<file path="src/rtl/arb_pkg.sv">
package arb_pkg;

	// ************************************************************
	// field widths
	// ************************************************************
	localparam int GEN_ID_W   = 32;
	localparam int WORD_ID_W  = 16;
	localparam int HASH_NUM_W = 8;
	localparam int KEY_W      = 56;
	localparam int NUM_CHARS  = 8;
	// up to 16 instances per core
	localparam int INST_W     = 4;
	// up to 4 batches in flight per core
	localparam int BATCH_W    = 2;

	// one candidate word, as written by the producer
	// chars[0] is the first character and lands in the low key bits
	typedef struct packed {
		logic                           gen_end;
		logic [GEN_ID_W-1:0]            gen_id;
		logic [WORD_ID_W-1:0]           word_id;
		logic [NUM_CHARS-1:0][7:0]      chars;
	} cand_t;

	// ID memory row
	typedef struct packed {
		logic                  key_valid;
		logic [GEN_ID_W-1:0]   gen_id;
		logic [WORD_ID_W-1:0]  word_id;
	} id_entry_t;

	// kind of core write
	typedef enum logic {
		CMD_KEY   = 1'b0,
		CMD_START = 1'b1
	} core_cmd_e;

	// key write view
	typedef struct packed {
		logic              key_valid;
		logic [KEY_W-1:0]  key;
	} core_key_t;

	// start write view, batch number in the low bits
	typedef struct packed {
		logic [KEY_W-BATCH_W:0]  zero;
		logic [BATCH_W-1:0]      batch;
	} core_start_t;

	// broadcast data word, meaning picked by core_cmd
	typedef union packed {
		core_key_t    key;
		core_start_t  start;
	} core_word_u;

	// one result per batch from a core
	typedef struct packed {
		logic [BATCH_W-1:0]     batch;
		logic                   equal;
		logic [INST_W-1:0]      inst;
		logic [HASH_NUM_W-1:0]  hash_num;
	} core_result_t;

	// output record for a match
	typedef struct packed {
		logic [GEN_ID_W-1:0]    gen_id;
		logic [WORD_ID_W-1:0]   word_id;
		logic [HASH_NUM_W-1:0]  hash_num;
	} match_rec_t;

endpackage
</file>
<file path="src/rtl/arbiter_top.sv">
`timescale 1ns/1ps

module arbiter_top import arb_pkg::*; #(
	parameter int NUM_CORES     = 2,
	parameter int NUM_INSTANCES = 4,
	parameter int NUM_BATCHES   = 2,
	parameter int FIFO_AW       = 3
) (
	input  logic                          CORE_CLK,
	input  logic                          rst_n,
	// candidate input
	input  cand_t                         cand,
	input  logic                          wr_en,
	output logic                          full,
	// match output
	output match_rec_t                    match,
	output logic                          empty,
	input  logic                          rd_en,
	// status
	output logic                          idle,
	output logic                          err_ram,
	// core write side
	input  logic [NUM_CORES-1:0]          core_ready,
	output logic [NUM_CORES-1:0]          core_wr_en,
	output core_cmd_e                     core_cmd,
	output core_word_u                    core_din,
	// core read side
	input  core_result_t [NUM_CORES-1:0]  core_res,
	input  logic [NUM_CORES-1:0]          core_res_valid,
	output logic [NUM_CORES-1:0]          core_res_ack
);

	localparam int CORE_W    = (NUM_CORES > 1) ? $clog2(NUM_CORES) : 1;
	localparam int RAM_DEPTH = NUM_CORES * NUM_BATCHES * NUM_INSTANCES;
	localparam int RAM_AW    = (RAM_DEPTH > 1) ? $clog2(RAM_DEPTH) : 1;
	// room for every batch in flight plus the one being written
	localparam int CNT_W     = $clog2(NUM_CORES * NUM_BATCHES + 2);

	cand_t              fifo_dout;
	logic               fifo_empty;
	logic               fifo_rd;
	logic               ram_we;
	logic [RAM_AW-1:0]  ram_waddr;
	logic [RAM_AW-1:0]  ram_raddr;
	id_entry_t          ram_wdata;
	id_entry_t          ram_rdata;
	logic               batch_started;
	logic               batch_done;
	logic [CNT_W-1:0]   outstanding;

	cand_fifo #(
		.FIFO_AW(FIFO_AW)
	) u_fifo (
		.CORE_CLK(CORE_CLK),
		.rst_n(rst_n),
		.din(cand),
		.wr_en(wr_en),
		.full(full),
		.dout(fifo_dout),
		.rd_en(fifo_rd),
		.empty(fifo_empty)
	);

	batch_dispatch #(
		.NUM_CORES(NUM_CORES),
		.NUM_INSTANCES(NUM_INSTANCES),
		.NUM_BATCHES(NUM_BATCHES),
		.CORE_W(CORE_W),
		.RAM_AW(RAM_AW)
	) u_dispatch (
		.CORE_CLK(CORE_CLK),
		.rst_n(rst_n),
		.cand(fifo_dout),
		.cand_empty(fifo_empty),
		.cand_rd(fifo_rd),
		.core_ready(core_ready),
		.core_wr_en(core_wr_en),
		.core_cmd(core_cmd),
		.core_din(core_din),
		.ram_we(ram_we),
		.ram_waddr(ram_waddr),
		.ram_wdata(ram_wdata),
		.batch_started(batch_started)
	);

	cand_id_ram #(
		.RAM_DEPTH(RAM_DEPTH),
		.RAM_AW(RAM_AW)
	) u_ram (
		.CORE_CLK(CORE_CLK),
		.we(ram_we),
		.waddr(ram_waddr),
		.wdata(ram_wdata),
		.raddr(ram_raddr),
		.rdata(ram_rdata)
	);

	result_collect #(
		.NUM_CORES(NUM_CORES),
		.NUM_INSTANCES(NUM_INSTANCES),
		.NUM_BATCHES(NUM_BATCHES),
		.CORE_W(CORE_W),
		.RAM_AW(RAM_AW)
	) u_collect (
		.CORE_CLK(CORE_CLK),
		.rst_n(rst_n),
		.core_res(core_res),
		.core_res_valid(core_res_valid),
		.core_res_ack(core_res_ack),
		.ram_raddr(ram_raddr),
		.ram_rdata(ram_rdata),
		.match(match),
		.empty(empty),
		.rd_en(rd_en),
		.batch_done(batch_done),
		.err_ram(err_ram)
	);

	// ************************************************************
	// outstanding batches
	// ************************************************************
	// counted from batch start, so a batch being written also counts
	always_ff @(posedge CORE_CLK) begin
		if (!rst_n)
			outstanding <= '0;
		else if (batch_started && !batch_done)
			outstanding <= outstanding + 1'b1;
		else if (!batch_started && batch_done)
			outstanding <= outstanding - 1'b1;
	end

	assign idle = fifo_empty && (outstanding == '0);

endmodule

</file>
<file path="src/rtl/result_collect.sv">
`timescale 1ns/1ps

module result_collect import arb_pkg::*; #(
	parameter int NUM_CORES     = 2,
	parameter int NUM_INSTANCES = 4,
	parameter int NUM_BATCHES   = 2,
	parameter int CORE_W        = 1,
	parameter int RAM_AW        = 4
) (
	input  logic                          CORE_CLK,
	input  logic                          rst_n,
	input  core_result_t [NUM_CORES-1:0]  core_res,
	input  logic [NUM_CORES-1:0]          core_res_valid,
	output logic [NUM_CORES-1:0]          core_res_ack,
	output logic [RAM_AW-1:0]             ram_raddr,
	input  id_entry_t                     ram_rdata,
	output match_rec_t                    match,
	output logic                          empty,
	input  logic                          rd_en,
	output logic                          batch_done,
	output logic                          err_ram
);

	typedef enum logic [1:0] {
		R_POLL,
		R_LOOKUP,
		R_OUT
	} state_e;

	state_e                  state;
	logic [CORE_W-1:0]       rd_core;
	logic [CORE_W-1:0]       rd_core_next;
	core_result_t            polled;
	logic                    hit;
	logic [HASH_NUM_W-1:0]   hash_r;

	assign polled = core_res[rd_core];
	assign hit = (state == R_POLL) && core_res_valid[rd_core];
	assign rd_core_next = (rd_core == CORE_W'(NUM_CORES - 1)) ? '0 : rd_core + 1'b1;

	// pop the polled result in the same cycle it is seen
	assign core_res_ack = hit ? (NUM_CORES'(1) << rd_core) : '0;
	assign batch_done = hit;

	// ram read issued with the ack, data back next cycle
	assign ram_raddr = RAM_AW'(rd_core * (NUM_BATCHES * NUM_INSTANCES)
		+ polled.batch * NUM_INSTANCES + polled.inst);

	// ************************************************************
	// poll / lookup / output FSM
	// ************************************************************
	always_ff @(posedge CORE_CLK) begin
		if (!rst_n) begin
			state   <= R_POLL;
			rd_core <= '0;
			empty   <= 1'b1;
			err_ram <= 1'b0;
		end else begin
			case (state)
			R_POLL: begin
				if (hit && polled.equal)
					state <= R_LOOKUP;
				else
					rd_core <= rd_core_next;
			end
			R_LOOKUP: begin
				// matched row must hold a real candidate
				if (!ram_rdata.key_valid)
					err_ram <= 1'b1;
				empty <= 1'b0;
				state <= R_OUT;
			end
			R_OUT: begin
				// hold record until consumed, no more acks meanwhile
				if (rd_en && !empty) begin
					empty   <= 1'b1;
					rd_core <= rd_core_next;
					state   <= R_POLL;
				end
			end
			default: state <= R_POLL;
			endcase
		end
	end

	// payload
	always_ff @(posedge CORE_CLK) begin
		if (hit)
			hash_r <= polled.hash_num;
		if (state == R_LOOKUP) begin
			match.gen_id   <= ram_rdata.gen_id;
			match.word_id  <= ram_rdata.word_id;
			match.hash_num <= hash_r;
		end
	end

endmodule

</file>
<file path="src/rtl/cand_id_ram.sv">
`timescale 1ns/1ps

module cand_id_ram import arb_pkg::*; #(
	parameter int RAM_DEPTH = 16,
	parameter int RAM_AW    = 4
) (
	input  logic               CORE_CLK,
	input  logic               we,
	input  logic [RAM_AW-1:0]  waddr,
	input  id_entry_t          wdata,
	input  logic [RAM_AW-1:0]  raddr,
	output id_entry_t          rdata
);

	id_entry_t mem [RAM_DEPTH];

	// every row starts out invalid
	initial begin
		for (int i = 0; i < RAM_DEPTH; i++)
			mem[i] = '0;
	end

	// simple dual port, registered read
	always @(posedge CORE_CLK) begin
		if (we)
			mem[waddr] <= wdata;
		rdata <= mem[raddr];
	end

endmodule

</file>
<file path="src/rtl/batch_dispatch.sv">
`timescale 1ns/1ps

module batch_dispatch import arb_pkg::*; #(
	parameter int NUM_CORES     = 2,
	parameter int NUM_INSTANCES = 4,
	parameter int NUM_BATCHES   = 2,
	parameter int CORE_W        = 1,
	parameter int RAM_AW        = 4
) (
	input  logic                  CORE_CLK,
	input  logic                  rst_n,
	input  cand_t                 cand,
	input  logic                  cand_empty,
	output logic                  cand_rd,
	input  logic [NUM_CORES-1:0]  core_ready,
	output logic [NUM_CORES-1:0]  core_wr_en,
	output core_cmd_e             core_cmd,
	output core_word_u            core_din,
	output logic                  ram_we,
	output logic [RAM_AW-1:0]     ram_waddr,
	output id_entry_t             ram_wdata,
	output logic                  batch_started
);

	typedef enum logic [1:0] {
		S_IDLE,
		S_WRITE,
		S_START
	} state_e;

	state_e              state;
	logic [CORE_W-1:0]   core_num;
	logic [INST_W-1:0]   inst_num;
	logic [BATCH_W-1:0]  batch_num [NUM_CORES];
	// gen_end seen, rest of this batch is padding
	logic                pad;
	logic                go;
	logic                take;
	logic [KEY_W-1:0]    key;
	core_word_u          din_next;

	// start a batch only with data waiting and the core able to take it all
	assign go = (state == S_IDLE) && !cand_empty && core_ready[core_num];
	// a key slot takes a fifo word unless padding or the fifo ran dry
	assign take = (state == S_WRITE) && !pad && !cand_empty;
	assign cand_rd = take;
	assign batch_started = go;

	// 7-bit ascii to key, msb of each character dropped
	always_comb begin
		for (int i = 0; i < NUM_CHARS; i++)
			key[7*i +: 7] = cand.chars[i][6:0];
	end

	// ************************************************************
	// batch FSM
	// ************************************************************
	always_ff @(posedge CORE_CLK) begin
		if (!rst_n) begin
			state    <= S_IDLE;
			core_num <= '0;
			inst_num <= '0;
			pad      <= 1'b0;
			for (int c = 0; c < NUM_CORES; c++)
				batch_num[c] <= '0;
		end else begin
			case (state)
			S_IDLE: begin
				if (go) begin
					inst_num <= '0;
					pad      <= 1'b0;
					state    <= S_WRITE;
				end
			end
			S_WRITE: begin
				if (take && cand.gen_end)
					pad <= 1'b1;
				inst_num <= inst_num + 1'b1;
				if (inst_num == INST_W'(NUM_INSTANCES - 1))
					state <= S_START;
			end
			S_START: begin
				// batch number wraps per core
				batch_num[core_num] <= (batch_num[core_num] == BATCH_W'(NUM_BATCHES - 1)) ?
					'0 : batch_num[core_num] + 1'b1;
				core_num <= (core_num == CORE_W'(NUM_CORES - 1)) ? '0 : core_num + 1'b1;
				state    <= S_IDLE;
			end
			default: state <= S_IDLE;
			endcase
		end
	end

	// ************************************************************
	// core writes, one cycle behind the FSM
	// ************************************************************
	always_comb begin
		if (state == S_START) begin
			din_next.start.zero  = '0;
			din_next.start.batch = batch_num[core_num];
		end else begin
			din_next.key.key_valid = take;
			din_next.key.key       = key;
		end
	end

	always_ff @(posedge CORE_CLK) begin
		if (!rst_n) begin
			core_wr_en <= '0;
			core_cmd   <= CMD_KEY;
		end else begin
			if (state == S_WRITE || state == S_START)
				core_wr_en <= NUM_CORES'(1) << core_num;
			else
				core_wr_en <= '0;
			core_cmd <= (state == S_START) ? CMD_START : CMD_KEY;
		end
	end

	always_ff @(posedge CORE_CLK) begin
		core_din <= din_next;
	end

	// ID row per key slot, row = core, batch, instance
	assign ram_we = (state == S_WRITE);
	assign ram_waddr = RAM_AW'(core_num * (NUM_BATCHES * NUM_INSTANCES)
		+ batch_num[core_num] * NUM_INSTANCES + inst_num);

	always_comb begin
		ram_wdata.key_valid = take;
		ram_wdata.gen_id    = cand.gen_id;
		ram_wdata.word_id   = cand.word_id;
	end

endmodule

</file>
<file path="src/rtl/cand_fifo.sv">
`timescale 1ns/1ps

module cand_fifo import arb_pkg::*; #(
	parameter int FIFO_AW = 3
) (
	input  logic   CORE_CLK,
	input  logic   rst_n,
	input  cand_t  din,
	input  logic   wr_en,
	output logic   full,
	output cand_t  dout,
	input  logic   rd_en,
	output logic   empty
);

	localparam int DEPTH = 1 << FIFO_AW;

	cand_t mem [DEPTH];
	// extra msb tells full from empty
	logic [FIFO_AW:0] wr_ptr;
	logic [FIFO_AW:0] rd_ptr;

	assign empty = (wr_ptr == rd_ptr);
	assign full  = (wr_ptr == {~rd_ptr[FIFO_AW], rd_ptr[FIFO_AW-1:0]});

	// first word falls through, head is always on dout
	assign dout = mem[rd_ptr[FIFO_AW-1:0]];

	always_ff @(posedge CORE_CLK) begin
		if (wr_en && !full)
			mem[wr_ptr[FIFO_AW-1:0]] <= din;
	end

	always_ff @(posedge CORE_CLK) begin
		if (!rst_n) begin
			wr_ptr <= '0;
			rd_ptr <= '0;
		end else begin
			if (wr_en && !full)
				wr_ptr <= wr_ptr + 1'b1;
			if (rd_en && !empty)
				rd_ptr <= rd_ptr + 1'b1;
		end
	end

endmodule

</file>
<file path="config.mk">
export PLATFORM = sky130hd
export DESIGN_NAME = arbiter_top
export DESIGN_NICKNAME = d
export VERILOG_FILES = /design/src/rtl/arb_pkg.sv /design/src/rtl/arbiter_top.sv /design/src/rtl/result_collect.sv /design/src/rtl/cand_id_ram.sv /design/src/rtl/batch_dispatch.sv /design/src/rtl/cand_fifo.sv
export SDC_FILE = /design/constraint.sdc
export NUM_CORES = 2
export LEC_CHECK = 0
export BUFFER_PORTS_ARGS = -buffer_cell sky130_fd_sc_hd__buf_2
export CAP_MARGIN = 30
export CORE_MARGIN = 1
export CORE_UTILIZATION = 40
export DETAILED_ROUTE_END_ITERATION = 8
export SLEW_MARGIN = 15
export SYNTH_ARGS = -nofsm -noshare
export SYNTH_HDL_FRONTEND = slang
export SYNTH_SLANG_ARGS = --single-unit
</file>
<file path="constraint.sdc">
create_clock -name CORE_CLK -period 9.9 [get_ports CORE_CLK]
set_input_delay 0.99 -clock CORE_CLK [delete_from_list [all_inputs] [get_ports CORE_CLK]]
set_output_delay 0.99 -clock CORE_CLK [all_outputs]
set_load 0.05 [all_outputs]
</file>
# After elaboration in Yosys (flattened, before gate mapping)
# Memory sizes are Yosys's and may differ from the RTL's. A register that Yosys moved wholly into a read port is not among the register bits.
# Cells that the tools add are included.
dict set report op_classes {
  n_addsub 12
  n_mul 0
  n_div 0
  order_cmp 2
  eq_ne 14
  shifts 2
  n_mux 44
  n_bitwise 2
  reduce_logical 36
}
# operator count
set ops {}
lappend ops {{15-bit two-way mux} 2}
lappend ops {{1-bit two-way mux} 23}
lappend ops {{4-bit adder} 4}
lappend ops {{2-bit two-way mux} 8}
lappend ops {{1-bit logical AND} 13}
lappend ops {{4-bit by 1-bit adder with 4-bit output, second input constant} 3}
lappend ops {{3-bit two-way mux} 4}
lappend ops {{2-bit AND reduction} 6}
lappend ops {{4-bit == test} 2}
lappend ops {{4-bit case mux with 2 select lines} 1}
lappend ops {{2-bit nonzero test} 4}
lappend ops {{2-bit by 1-bit == test with 1-bit output, second input constant} 3}
lappend ops {{1-bit zero test} 6}
lappend ops {{2-bit by 1-bit != test with 1-bit output, second input constant} 3}
lappend ops {{2-bit != test, second input constant} 3}
lappend ops {{1-bit case mux with 2 select lines} 3}
lappend ops {{2-bit case mux with 3 select lines} 1}
lappend ops {{3-bit AND reduction} 2}
lappend ops {{2-bit == test, second input constant} 2}
lappend ops {{4-bit by 2-bit == test with 1-bit output, second input constant} 1}
lappend ops {{2-bit zero test} 2}
lappend ops {{1-bit by 2-bit < comparator with 1-bit output, second input constant} 2}
lappend ops {{4-bit two-way mux} 1}
lappend ops {{2-bit case mux with 2 select lines} 1}
lappend ops {{other kinds (9)} 12}
dict set report word_totals {
  register_bits 148
  latch_bits 0
  mem_bits_rw 1692
  mem_bits_ro 0
  inputBits 151
  output_inout_bits 122
  wordCells 134
  memories 3
}
# memory depth width rd rd_ports_with_merged_regs write_ports line
set memory_table {}
lappend memory_table {u_fifo.mem 8 113 1 1 1 cand_fifo.sv:18} ;# cand_t mem [DEPTH];
lappend memory_table {u_ram.mem 16 49 1 1 1 cand_id_ram.sv:15} ;# id_entry_t mem [RAM_DEPTH];
lappend memory_table {u_dispatch.batch_num 2 2 1 1 2 batch_dispatch.sv:34} ;# logic [BATCH_W-1:0] batch_num [NUM_CORES];

# Longest topological paths before layout
dict set report logic_depth {
  word_depth 8
  depth_mapped 11
}

# Modules after synthesis
# Synthesis repeated with hierarchy kept, for this count alone.
dict set report hier_totals {
  hier_cells 3054
  hier_area_um2 70741.6
}
# module instances cells_per_inst area_each_um2 seq_area_each_um2
set modules_own_cells {}
lappend modules_own_cells {cand_fifo 1 1389 35032.3 27366.2}
lappend modules_own_cells {cand_id_ram 1 1268 30336.6 24523.5}
lappend modules_own_cells {batch_dispatch 1 264 2793.9 1501.4}
lappend modules_own_cells {result_collect 1 117 2411.1 2021.9}
lappend modules_own_cells {arbiter_top 1 16 167.7 60.1}

# Worst setup path after synthesis
# OpenSTA, ideal clock, no wires.
dict set report synth_path {
  path_kind {input to register}
  start {input port wr_en}
  end {memory u_fifo.mem[0][0] in the netlist's numbering (enable)}
  setup_time_ns 0.698
  t_arrival_ns 8.595
  slack_ns 0.606
  stages 4
  cell_sequence {inv_1 > a41oi_1 > nand2b_1 > nor3_1}
}
dict set report synth_between {
  elab_chain_len 3
}
# item line
set synth_rtl {}
lappend synth_rtl {{start: declaration} arbiter_top.sv:13} ;# input logic wr_en,
lappend synth_rtl {{1-bit logical AND} cand_fifo.sv:30} ;# if (wr_en && !full)
lappend synth_rtl {{1-bit two-way mux} cand_fifo.sv:30}
lappend synth_rtl {{1-bit two-way mux (not written as such)} cand_fifo.sv:31} ;# mem[wr_ptr[FIFO_AW-1:0]] <= din;
lappend synth_rtl {{end: declaration} cand_fifo.sv:18}
# Every way passes these cells.

# Worst setup path after layout
dict set report layout_path {
  start {register u_collect.rd_core}
  end {register u_ram.rdata[15] (netlist name)}
}
dict set report layout_between {
  elab_chain_len 4
}
# item line
set layout_rtl {}
lappend layout_rtl {{start: declaration} result_collect.sv:31} ;# logic [CORE_W-1:0] rd_core;
lappend layout_rtl {{start signal: assignment} result_collect.sv:64} ;# rd_core <= rd_core_next;
lappend layout_rtl {{start signal: assignment} result_collect.sv:77} ;# rd_core <= rd_core_next;
lappend layout_rtl {{15-bit two-way mux (not written as such) (2 in a row)} result_collect.sv:37} ;# assign polled = core_res[rd_core];
lappend layout_rtl {{4-bit adder} result_collect.sv:47} ;# + polled.batch * NUM_INSTANCES + polled.inst);
lappend layout_rtl {{4-bit adder *} result_collect.sv:47}
# Mark *: on every way between the ends. The rest lies on a longest branch, timed or not. The select of a mux whose other input is x is not followed.
# A chain may end at the register's enable or synchronous reset.

==> metrics.txt <==
status complete, no violations; Mapped Cells slightly below 3000; Total Power 17170 uW; Pleak 0.02455 uW; clock latency on the worst-skew pair 840 ps; Filler cells 13629; Total Nets Final 3446; commonest cells after routing, fill and taps aside edfxtp_1, mux4_2, buf_2; Startpoint Class flip-flop; die width 411.2 um; leading area contributor after synthesis edfxtp_1; Synth top area share 75.85%; minimum clock period 3720 ps; FFs w/ async S/R, synth 0%; GPL Wtd Cong 0.6943; R2R depth 7; Initial Util 40.46%; period utilisation layout between 30% and 40%; worst hold path type flip-flop to flip-flop; # IOs around 270; Finish-stage setup viols 0; EDFF count, synth 1692; total global routing overflow 0; CP Class flip-flop to flip-flop; part of the Yosys area used for sequential elements 79.94%; CTS sink count 1829; Max Slew Vio Count 0; pin count of the biggest net entering global routing 134; Core Util, Final 46.84%; Die Height a little over 400 um; first-pass GRT wire length between 200 and 250 mm; CTS buffer count 189; clock slew at reported path FFs 60 ps; CTS root buf clkbuf_16; RSZ-0062 raised after global routing no; CP Capture Type flip-flop; worst vdd ir ~0.18 mV; area growth from synthesis to layout 15.76%; Post-Syn Area per Cell 23.06 um2; syn_nets approximately 3100; Hold Path Stages 0; # DRC 0; H-tree depth 4; cts repair resizes 0; mapped cell area 66990 um2; Slew HR 31.98%; vias in the first global route a little over 30000; initial antenna violation count 45; DP HPWL 72.08 mm; GRT Total Usage 16.79%; 1st-pass router iterations 5; commonest non-fill, non-tap cell in the layout edfxtp_1; vias between 20000 and 30000; DR WL/cell 25.05 um; layout cells sized above 1 31.89%; endpoints failing hold 0; Vias/cell 5.243; setup TNS 0 ps; fmax around 270 MHz; Clock Skew about 50 ps; Syn. warnings 0; Post-DRT Antenna Nets 0; Cell Pwr Density about 220 nW/um2; FP Rows 149; CTS tree built; CTS Hold Buffers Added 0; CTS max path bufs 3; Synth area leaders edfxtp_1, mux4_2, dfxtp_1; Crit Path Max Fanout 95; ys flop type edfxtp_1; port bufs 264; die area 169100 um2; Critical Path RT ~11000 ps; critical path arrival 4420 ps; core area 165500 um2; MaxCap Viol Count 0; Iter 0 DRT Violations 1991; Routed WL ~140 mm; Synth cell types 41; measured slew at the worst slew-check pin a little over 1000 ps; FF+latch count, synth 1829; post-CTS setup buffers 0
## flip-flops by register name (all words and copies together), names as in the netlist, 3 cells and up, named ones only
signal / flops
outstanding: 3
u_collect.hash_r: 8
u_collect.match: 56
u_dispatch.batch_num: 4
u_dispatch.core_din: 57
u_dispatch.inst_num: 4
u_fifo.mem: 840
u_fifo.rd_ptr: 4
u_fifo.wr_ptr: 4
u_ram.mem: 784
u_ram.rdata: 49
## synth_stat cells, types with 4 or more instances
| master | instances |
|---|---|
| a21boi_0 | 5 |
| a21oi_1 | 8 |
| a22oi_1 | 98 |
| and2_1 | 11 |
| buf_1 | 5 |
| buf_2 | 62 |
| buf_4 | 4 |
| clkbuf_1 | 68 |
| dfxtp_1 | 137 |
| edfxtp_1 | 1692 |
| ha_1 | 13 |
| inv_1 | 16 |
| mux2_2 | 62 |
| mux2i_1 | 62 |
| mux4_2 | 406 |
| nand2_1 | 83 |
| nand2b_1 | 9 |
| nand3_1 | 6 |
| nor2_1 | 85 |
| nor2b_1 | 9 |
| nor3_1 | 6 |
| o21ai_0 | 10 |
| xnor2_1 | 12 |
| xor2_1 | 5 |
## final timing paths
check	to	slack, ps	start
worst min register to register	u_collect.match[12]	400	u_ram.rdata[4]
worst min-delay path	u_collect.match[12]	400	u_ram.rdata[4]
worst max-delay path	u_ram.rdata[15]	6180	u_collect.rd_core
worst max register to register	u_ram.rdata[15]	6180	u_collect.rd_core
## cell type report
cell class | count | area [um2] | area share [%]
Tap cell | 2189 | 2739 | 3.532
Inverter | 16 | 65.06 | 0.08390
Multi-Input combinational cell | 921 | 12980 | 16.74
Clock buffer | 258 | 5160 | 6.654
Clock inverter | 95 | 935.9 | 1.207
Antenna cell | 11 | 27.53 | 0.03550
Timing Repair Buffer | 324 | 2077 | 2.678
Sequential cell | 1829 | 53560 | 69.07
## worst max-delay path, stage by stage, from the launching register on
cell and delay [ps]:
dfxtp_1 300, buf_4 330, mux2i_4 670, buf_4 540, buf_12 570, mux4_2 620, a22oi_1 240, nand2_1 110
## power breakdown
group	switching, uW	internal [uW]	leakage, uW
clock network	2970	3870	0.00296
logic	906	496	0.00513
registers	134	8790	0.0165
## per-stage QoR
stage,std cells,hold WS [ps],setup slack (ps),area (um2)
after CTS,5627,342.3,5563,77390
after floorplan,2905,385.5,606.4,66990
after global routing,5633,374.8,5824,77520
final,5643,401.6,6180,77540
after detailed placement,5274,389.5,5237,71300
after global placement,5267,389.9,5246,71110
## logic make-up (layout without fill, tap and decap cells)
| kind of cell | count (synthesis) | after routing | share of synthesized area (%) |
|---|---|---|---|
| other cells | 0 | 11 | 0 |
| xor+xnor | 17 | 17 | 0.2223 |
| buf+inv | 155 | 693 | 1.007 |
| mux | 531 | 531 | 15.65 |
| flops | 1829 | 1829 | 79.94 |
| fa+ha+maj | 14 | 14 | 0.2727 |
| compound gates | 135 | 135 | 1.451 |
| simple gates | 224 | 224 | 1.453 |
## layer usage
metal,share of wire [%],track usage (%)
met5,0.22,0
met4,1.9,4.198
met3,7.1,5.293
met2,50,28.00
met1,41,21.29
Note: power is estimated with default switching activity, not from simulation.
